===== src/verilog/i2c_mem_pkg.sv =====
// Widths, counts and address map of the I2C slave register memory.
// The map is fixed: 32 writable bytes at 0..31, two status bytes at 32 and 33,
// and every other address reads zero and ignores writes.
// Addresses are 6 bits, so the map cannot grow past 64 entries.

package i2c_mem_pkg;

  //////////////////////////////////////////////////
  // Widths
  //////////////////////////////////////////////////

  localparam int DATA_W = 8;
  localparam int ADDR_W = 6;

  //////////////////////////////////////////////////
  // Register file geometry
  //////////////////////////////////////////////////

  // Eight per bank, so the low 3 address bits pick the register
  localparam int REGS_PER_BANK = 8;
  localparam int NUM_BANKS     = 4;
  localparam int NUM_REGS      = NUM_BANKS * REGS_PER_BANK;

  // Read-only status bytes sit right after the writable range
  localparam int STATUS_BASE = 32;
  localparam int NUM_STATUS  = 2;

  //////////////////////////////////////////////////
  // Types
  //////////////////////////////////////////////////

  typedef logic [DATA_W-1:0] data_t;
  typedef logic [ADDR_W-1:0] addr_t;

endpackage


===== src/verilog/i2c_mem.sv =====
// Register memory behind an I2C slave: 32 writable bytes in banks of eight,
// two read-only status bytes fed from rf_init[32..33], one write port, one
// combinational read port and every register also presented on rf_data.
// Writes land one cycle after the edge. Banks absent when NUM_BANKS < 4 read
// zero and drive zero on their rf_data slice.

`timescale 1ns/1ns

module i2c_mem #(
  parameter int NUM_BANKS = i2c_mem_pkg::NUM_BANKS
) (
  input  logic               wr_clk,
  input  logic               rst,
  input  logic               wr_en,
  input  i2c_mem_pkg::addr_t wr_addr,
  input  i2c_mem_pkg::addr_t rd_addr,
  input  i2c_mem_pkg::data_t wr_data,
  input  i2c_mem_pkg::data_t rf_init [i2c_mem_pkg::NUM_REGS + i2c_mem_pkg::NUM_STATUS],
  input  i2c_mem_pkg::data_t rf_laen [i2c_mem_pkg::NUM_REGS],
  output i2c_mem_pkg::data_t rd_data,
  output i2c_mem_pkg::data_t rf_data [i2c_mem_pkg::NUM_REGS]
);

  localparam int RPB = i2c_mem_pkg::REGS_PER_BANK;

  i2c_mem_pkg::data_t bank_rd [NUM_BANKS];
  i2c_mem_pkg::data_t status_init [i2c_mem_pkg::NUM_STATUS];

  //////////////////////////////////////////////////
  // Status bytes
  //////////////////////////////////////////////////

  // Taken straight from the tail of the init array
  for (genvar s = 0; s < i2c_mem_pkg::NUM_STATUS; s++)
  begin : g_status
    assign status_init[s] = rf_init[i2c_mem_pkg::STATUS_BASE + s];
  end

  //////////////////////////////////////////////////
  // Register banks
  //////////////////////////////////////////////////

  for (genvar g = 0; g < NUM_BANKS; g++)
  begin : g_bank
    i2c_mem_pkg::data_t bank_init [RPB];
    i2c_mem_pkg::data_t bank_laen [RPB];
    i2c_mem_pkg::data_t bank_data [RPB];

    for (genvar r = 0; r < RPB; r++)
    begin : g_slice
      assign bank_init[r]         = rf_init[g * RPB + r];
      assign bank_laen[r]         = rf_laen[g * RPB + r];
      assign rf_data[g * RPB + r] = bank_data[r];
    end

    i2c_mem_reg_bank #(
      .BANK_ID (g)
    ) i_bank (
      .wr_clk       (wr_clk),
      .rst          (rst),
      .wr_en        (wr_en),
      .wr_addr      (wr_addr),
      .rd_addr      (rd_addr),
      .wr_data      (wr_data),
      .rf_init      (bank_init),
      .rf_laen      (bank_laen),
      .rf_data      (bank_data),
      .bank_rd_data (bank_rd[g])
    );
  end

  // Unbuilt banks
  for (genvar g = NUM_BANKS; g < i2c_mem_pkg::NUM_BANKS; g++)
  begin : g_absent
    for (genvar r = 0; r < RPB; r++)
    begin : g_zero
      assign rf_data[g * RPB + r] = '0;
    end
  end

  //////////////////////////////////////////////////
  // Read mux
  //////////////////////////////////////////////////

  i2c_mem_rd_mux #(
    .NUM_BANKS (NUM_BANKS)
  ) i_rd_mux (
    .rd_addr      (rd_addr),
    .bank_rd_data (bank_rd),
    .status       (status_init),
    .rd_data      (rd_data)
  );

endmodule


===== src/verilog/i2c_mem_rd_mux.sv =====
// Read path of the I2C slave memory, purely combinational.
// Bank bytes below NUM_BANKS*8, status inputs at 32 and 33, zero elsewhere.
// NUM_BANKS may be 1 to 4; the address map itself does not move.

`timescale 1ns/1ns

module i2c_mem_rd_mux #(
  parameter int NUM_BANKS = i2c_mem_pkg::NUM_BANKS
) (
  input  i2c_mem_pkg::addr_t rd_addr,
  input  i2c_mem_pkg::data_t bank_rd_data [NUM_BANKS],
  input  i2c_mem_pkg::data_t status [i2c_mem_pkg::NUM_STATUS],
  output i2c_mem_pkg::data_t rd_data
);

  localparam int IDX_W      = $clog2(i2c_mem_pkg::REGS_PER_BANK);
  localparam int BANK_IDX_W = (NUM_BANKS > 1) ? $clog2(NUM_BANKS) : 1;
  localparam int ST_IDX_W   = (i2c_mem_pkg::NUM_STATUS > 1) ?
                              $clog2(i2c_mem_pkg::NUM_STATUS) : 1;
  localparam int BANK_END   = NUM_BANKS * i2c_mem_pkg::REGS_PER_BANK;
  localparam int STATUS_END = i2c_mem_pkg::STATUS_BASE + i2c_mem_pkg::NUM_STATUS;

  logic                    in_bank;
  logic                    in_status;
  logic [BANK_IDX_W-1:0]   bank_sel;
  i2c_mem_pkg::addr_t      st_off;

  //////////////////////////////////////////////////
  // Address decode
  //////////////////////////////////////////////////

  assign in_bank   = rd_addr < i2c_mem_pkg::addr_t'(BANK_END);
  assign in_status = (rd_addr >= i2c_mem_pkg::addr_t'(i2c_mem_pkg::STATUS_BASE)) &&
                     (rd_addr <  i2c_mem_pkg::addr_t'(STATUS_END));

  // Bank number sits just above the register index
  assign bank_sel = rd_addr[IDX_W +: BANK_IDX_W];
  assign st_off   = rd_addr - i2c_mem_pkg::addr_t'(i2c_mem_pkg::STATUS_BASE);

  //////////////////////////////////////////////////
  // Output select
  //////////////////////////////////////////////////

  always_comb
  begin
    if (in_bank)
      rd_data = bank_rd_data[bank_sel];
    else if (in_status)
      rd_data = status[st_off[ST_IDX_W-1:0]];
    else
      rd_data = '0;
  end

endmodule


===== src/verilog/i2c_mem_reg_bank.sv =====
// One bank of eight byte registers for the I2C slave memory.
// BANK_ID must be below the package bank count so that its addresses stay under 32.
// A set load-enable bit forces the init bit every cycle and beats a bus write.
// Synchronous reset loads every register from its init value.

`timescale 1ns/1ns

module i2c_mem_reg_bank #(
  parameter int BANK_ID = 0
) (
  input  logic               wr_clk,
  input  logic               rst,
  input  logic               wr_en,
  input  i2c_mem_pkg::addr_t wr_addr,
  input  i2c_mem_pkg::addr_t rd_addr,
  input  i2c_mem_pkg::data_t wr_data,
  input  i2c_mem_pkg::data_t rf_init [i2c_mem_pkg::REGS_PER_BANK],
  input  i2c_mem_pkg::data_t rf_laen [i2c_mem_pkg::REGS_PER_BANK],
  output i2c_mem_pkg::data_t rf_data [i2c_mem_pkg::REGS_PER_BANK],
  output i2c_mem_pkg::data_t bank_rd_data
);

  localparam int NUM_R = i2c_mem_pkg::REGS_PER_BANK;
  localparam int IDX_W = $clog2(NUM_R);
  localparam int SEL_W = i2c_mem_pkg::ADDR_W - IDX_W;

  logic               bank_hit;
  logic [IDX_W-1:0]   wr_idx;
  logic [IDX_W-1:0]   rd_idx;
  logic [NUM_R-1:0]   reg_wr;
  i2c_mem_pkg::data_t wr_val [NUM_R];

  //////////////////////////////////////////////////
  // Write decode
  //////////////////////////////////////////////////

  // Upper address bits select the bank, only inside the writable range
  assign bank_hit = (wr_addr < i2c_mem_pkg::addr_t'(i2c_mem_pkg::NUM_REGS)) &&
                    (wr_addr[i2c_mem_pkg::ADDR_W-1:IDX_W] == SEL_W'(BANK_ID));

  assign wr_idx = wr_addr[IDX_W-1:0];
  assign rd_idx = rd_addr[IDX_W-1:0];

  always_comb
  begin
    for (int r = 0; r < NUM_R; r++)
    begin
      reg_wr[r] = wr_en && bank_hit && (wr_idx == IDX_W'(r));
      wr_val[r] = reg_wr[r] ? wr_data : rf_data[r];
    end
  end

  //////////////////////////////////////////////////
  // Registers
  //////////////////////////////////////////////////

  // Masked bits copy init, the rest take the write or hold
  always_ff @(posedge wr_clk)
  begin
    for (int r = 0; r < NUM_R; r++)
    begin
      if (rst)
        rf_data[r] <= rf_init[r];
      else
        rf_data[r] <= (rf_init[r] & rf_laen[r]) | (wr_val[r] & ~rf_laen[r]);
    end
  end

  // Local read port, the top picks between banks
  assign bank_rd_data = rf_data[rd_idx];

  //////////////////////////////////////////////////
  // Checks
  //////////////////////////////////////////////////

  // Bus address of each register compared directly, independent of the decode above
  for (genvar r = 0; r < NUM_R; r++)
  begin : g_chk
    localparam i2c_mem_pkg::addr_t REG_ADDR =
      i2c_mem_pkg::addr_t'(BANK_ID * NUM_R + r);

    a_wr_lands: assert property (
      @(posedge wr_clk)
      (!rst && wr_en && (wr_addr == REG_ADDR)) |=>
        (((rf_data[r] ^ $past(wr_data)) & ~$past(rf_laen[r])) == '0)
    )
    else $error("bank %0d reg %0d lost unmasked write bits", BANK_ID, r);
  end

endmodule

===== config.mk =====
export PLATFORM = sky130hd
export DESIGN_NAME = i2c_mem
export DESIGN_NICKNAME = d
export VERILOG_FILES = /design/src/verilog/i2c_mem_pkg.sv /design/src/verilog/i2c_mem.sv /design/src/verilog/i2c_mem_rd_mux.sv /design/src/verilog/i2c_mem_reg_bank.sv
export SDC_FILE = /design/constraint.sdc
export NUM_CORES = 1
export LEC_CHECK = 0
export BUFFER_PORTS_ARGS = -buffer_cell sky130_fd_sc_hd__buf_4
export CAP_MARGIN = 5
export CORE_AREA = 2 2 313 315
export CTS_BUF_LIST = sky130_fd_sc_hd__clkbuf_8
export CTS_CLUSTER_DIAMETER = 80
export DETAILED_ROUTE_END_ITERATION = 8
export DIE_AREA = 0 0 315 317
export HOLD_SLACK_MARGIN = 0.08
export MAX_ROUTING_LAYER = met4
export REMOVE_ABC_BUFFERS = 1
export SETUP_SLACK_MARGIN = 0.05
export SLEW_MARGIN = 25
export SYNTH_ARGS = -nofsm -noshare
export SYNTH_HDL_FRONTEND = slang
export SYNTH_SLANG_ARGS = --single-unit

===== constraint.sdc =====
create_clock -name wr_clk -period 1.9 [get_ports wr_clk]
set_input_delay 0.095 -clock wr_clk [delete_from_list [all_inputs] [get_ports wr_clk]]
set_output_delay 0.095 -clock wr_clk [all_outputs]
set_load 0.02 [all_outputs]

# Word-level counts from Yosys, hierarchy flattened
# Cells that the tools add are included.
dict set report totals {
  out_inout_bits 264
  ff_bits 256
  wordCells 308
}
dict set report op_classes {
  muxes 84
  add_sub_neg 1
  n_reduce_logical 43
  bitwise 131
  n_lt_le_gt_ge 7
  eq_ne 10
}
# op n
set op_table {}
lappend op_table {{$mux W8} 79}
lappend op_table {{$and A8 B8 Y8} 64}
lappend op_table {{$not A8 Y8} 32}
lappend op_table {{$or A8 B8 Y8} 32}
lappend op_table {{$bmux W8 S3} 4}
lappend op_table {{$logic_and A1 B1 Y1} 41}
lappend op_table {{$lt A6 B6 Y1 const B} 3}
lappend op_table {{$bmux W8 S2} 1}
lappend op_table {{$eq A3 B2 Y1 const B} 4}
lappend op_table {{$eq A3 B3 Y1 const B} 4}
lappend op_table {{$eq A3 B1 Y1 const B} 2}
lappend op_table {{$ge A6 B6 Y1 const B} 1}
lappend op_table {{$logic_not A3 Y1} 2}
lappend op_table {{$ge A4 B4 Y1 const B} 1}
lappend op_table {{$not A3 Y4} 1}
lappend op_table {{$ge A3 B3 Y1 const B} 1}
lappend op_table {{$not A2 Y3} 1}
lappend op_table {{$ge A2 B2 Y1 const B} 1}
lappend op_table {{$not A1 Y2} 1}
lappend op_table {{$sub A1 B1 Y1 const B} 1}

# Longest topological paths before layout
dict set report depth {
  depth_word 8
  depth_mapped 8
  ltp_nobuf 5
}

# By module
# From an unflattened synthesis, not the netlist that was laid out.
dict set report unflattened {
  hier_cells 1873
  hier_area_um2 16558.4
}
# module instances area_each_um2 cells_per_inst seq_area_each_um2
set by_module_without_submodules {}
lappend by_module_without_submodules {{i2c_mem_reg_bank at g_bank[1].i_bank ...} 2 4051.4 457 1921.8}
lappend by_module_without_submodules {{i2c_mem_reg_bank at g_bank[3].i_bank} 1 4035.1 456 1921.8}
lappend by_module_without_submodules {{i2c_mem_reg_bank at g_bank[0].i_bank} 1 3981.3 455 1921.8}
lappend by_module_without_submodules {i2c_mem_rd_mux 1 439.2 48 0.0}

# Least setup slack after synthesis
# Ideal clock, no wire load.
dict set report synth_path {
  kind {reg-to-output}
  from {reg (tool-made name)}
  to {out rd_data[1]}
  stages_incl_launch_ff 6
  path_buffers 0
  t_required_ns 1.805
  slack_ns 0.043
  arrival_ns 1.762
  path_cell_list {edfxtp_1 -> mux4_1 -> nor2b_1 -> a211oi_1 -> or3_1 -> o32ai_1}
}
# item line_no
set synth_rtl {}
lappend synth_rtl {{end, declared} i2c_mem.sv:20} ;# output i2c_mem_pkg::data_t rd_data,

==> summary.txt <==
Status -> complete, but fails checks
Failing checks -> setup timing
Total CTS buffers -> 52
Syn-to-layout area delta -> 117%
GRT Residual Overflow -> 0
Cell Area, Placed -> 0.0257 mm^2
Starting density of the core -> 16.8%
Pin count of the biggest net entering global routing -> 75
CP bufs+invs -> 2
H-tree depth -> 2
Total GRT Usage -> 21.5%
Max Buffers Root-to-Sink -> 3
Peak supply drop -> 0.445 mV
Cell family with most CP delay -> simple AND/OR/NAND/NOR gates
Layout Nets -> 4207
Largest stage delay, worst path -> 410 ps
Antenna violations before repair -> 16
Yosys warns -> 0
CP max FO -> 2
Sw power -> 6690 uW
P_leak -> 0.0149 uW
Sw Share -> 32.1%
RSZ-0062 raised after global routing -> yes
1st-iter DRT viols -> 1980
Num rows -> 114
Post-synth ARST share -> 0%
Pwr/cell area -> 592 mW/mm^2
Final worst slack -> -735 ps
Port bufs -> 814
Chip Width -> 315 um
Final setup viols -> 9
#FFs+latches synth -> 256
Post-Route WL -> 111000 um
Layout cell share with drive strength beyond 1 -> 34.3%
Power share of the sequential group -> 35.7%
Slew HR -> 49.8%
F_max -> 0.380 GHz
Non-filler cells in the finished layout -> 4995
Vias/cell -> 4.68
Fill cells -> 9141
RePlAce Congestion -> 0.907
Design area -> 0.0352 mm^2
Data required time at the worst endpoint -> 1800 ps
Worst setup SP type -> flip-flop
Endpoint type of the worst setup path -> output pin
Die ar. -> 0.0999 mm^2
Post-Synthesis Mean Instance Area -> 8.67 um^2
Power share of the clock group -> 29.2%
Mapped Cells -> 1867
CP max stage cell -> or3_4
Drt first pass iters -> 5
Worst-path cell chain -> mux4_2 > o22ai_2 > buf_4 > or3_4 > o32ai_2 > buf_4
Gate power share -> 35.1%
Period utilization -> 139%
Internal power -> 14100 uW
CTS tree -> done
Commonest cells after routing, fill and taps aside -> buf_4 (1033), dlygate4sd3_1 (786), nand2_1 (549)
DRC -> 0
DR vias -> 23400
Core box area -> 0.0963 mm^2
Fin crit period -> 2640 ps
CP Data Arrival Time -> 2540 ps
CTS sink count -> 256
Worst min-delay path category -> in2reg
Commonest non-fill, non-tap cell in the layout -> buf_4
Yosys cell types -> 32
Endpoints failing hold -> 0
Die height -> 317 um
Root Buffer Master -> clkbuf_8
IO Pins -> 815
Critical path class -> reg2out
EDFF count, synth -> 256
Sequential share of the synthesized area -> 47.5%
Most used cell along the critical path -> buf_4
Vias in the first global route -> 23800
Worst Tran Pin Value -> 752 ps
Routed Antenna Nets -> 0
Main synth FF type -> edfxtp_1
Inst Count DP -> 4075
WL per Instance -> 22.2 um
Syn Std Cell Area -> 0.0162 mm^2
Max Cap Viol -> 0
Max Slew Vio Count -> 0
Clock slew at the register clock pins of the worst setup and hold paths -> 60 ps
First-pass GRT wire length -> 151000 um
HPWL after detailed placement -> 78300 um
cell families after synthesis:
kind of cell	count (synthesis)	share of synthesized area, %
flip-flops	256	47.5
AND/OR/NAND/NOR	843	20.3
AO/OA/AOI/OAI	548	17.4
buffers and inverters	138	4.27
multiplexers	82	10.5
worst paths after layout:
check / to / depth (start not counted) / slack, ps / from
hold / removal: flip-flop / 4 / 160 / rst
setup / recovery: rd_data[7] / 6 / -740 / flip-flop
tightest hold or removal path: cells and delay by family:
family,cells,cell delay (ps)
AND/OR/NAND/NOR,2,140
buffers and inverters,2,460
Yosys cell counts, types with 2 or more instances:
cell type | number | share of area (%)
nand2_1 | 549 | 13
o21ai_0 | 512 | 16
nor2_1 | 258 | 6.0
edfxtp_1 | 256 | 48
clkbuf_1 | 73 | 1.7
mux4_2 | 42 | 5.8
buf_1 | 26 | 0.60
mux4_1 | 22 | 3.6
buf_2 | 21 | 0.65
mux2i_1 | 18 | 1.1
o22ai_1 | 16 | 0.62
a211oi_1 | 12 | 0.56
nor2b_1 | 10 | 0.39
buf_6 | 9 | 0.63
o32ai_1 | 6 | 0.32
or3_1 | 6 | 0.23
clkbuf_8 | 4 | 0.34
and2b_2 | 3 | 0.16
and3b_1 | 3 | 0.16
buf_4 | 3 | 0.14
nor3b_1 | 3 | 0.14
a21oi_1 | 2 | 0.062
and3_1 | 2 | 0.077
nand2b_1 | 2 | 0.077
nor3_1 | 2 | 0.062
power groups by stage:
stage | logic, uW | clock network, uW | registers (uW)
floorplan | 1150 | 0 | 7980
global placement | 5430 | 0 | 7510
detailed placement | 5470 | 0 | 7510
CTS | 7130 | 6230 | 7400
global route | 7710 | 6430 | 7460
finish | 7300 | 6080 | 7430
cell type report:
cell class	count	area [um^2]	area share, %
antenna	23	57.6	0.164
tap	1276	1600	4.54
multi-input combinational	1473	8170	23.2
clock buffer	53	729	2.07
clock inverter	41	305	0.868
sequential	256	7690	21.9
timing repair buffer	1873	16600	47.2
metal layers:
metal | part of all wire (%) | global-route usage, % | vias up | routed length, um
met1 | 37 | 23.9 | 11000 | 41200
met5 | 0 | - | - | 0
met3 | 8.8 | 5.02 | 477 | 9810
met2 | 48 | 35.7 | 1623 | 53000
li1 | - | - | 10200 | -
met4 | 6.2 | 11.9 | 0 | 6850
metrics by stage:
stage	hold slack (ps)	setup WS (ps)	utilization [%]	power, uW	setup TNS (ps)
floorplan	302	43.8	-	9130	0
global placement	392	-1020	26.7	12900	-6100
detailed placement	400	-987	26.7	13000	-6040
CTS	80.1	-864	36.4	20800	-6630
global route	117	-861	36.5	21600	-6630
finish	158	-735	36.5	20800	-5610
repair_timing:
| item | 4_1_cts | 5_1_grt |
|---|---|---|
| buffers inserted | 14 | 8 |
| gates resized for setup | 83 | 14 |
| setup endpoints to repair | 8 | 10 |
| pin swaps | 17 | 4 |
| hold endpoints to repair | 512 | 0 |
| hold buffers | 787 | 0 |
Power figures use the tool's default switching activity.
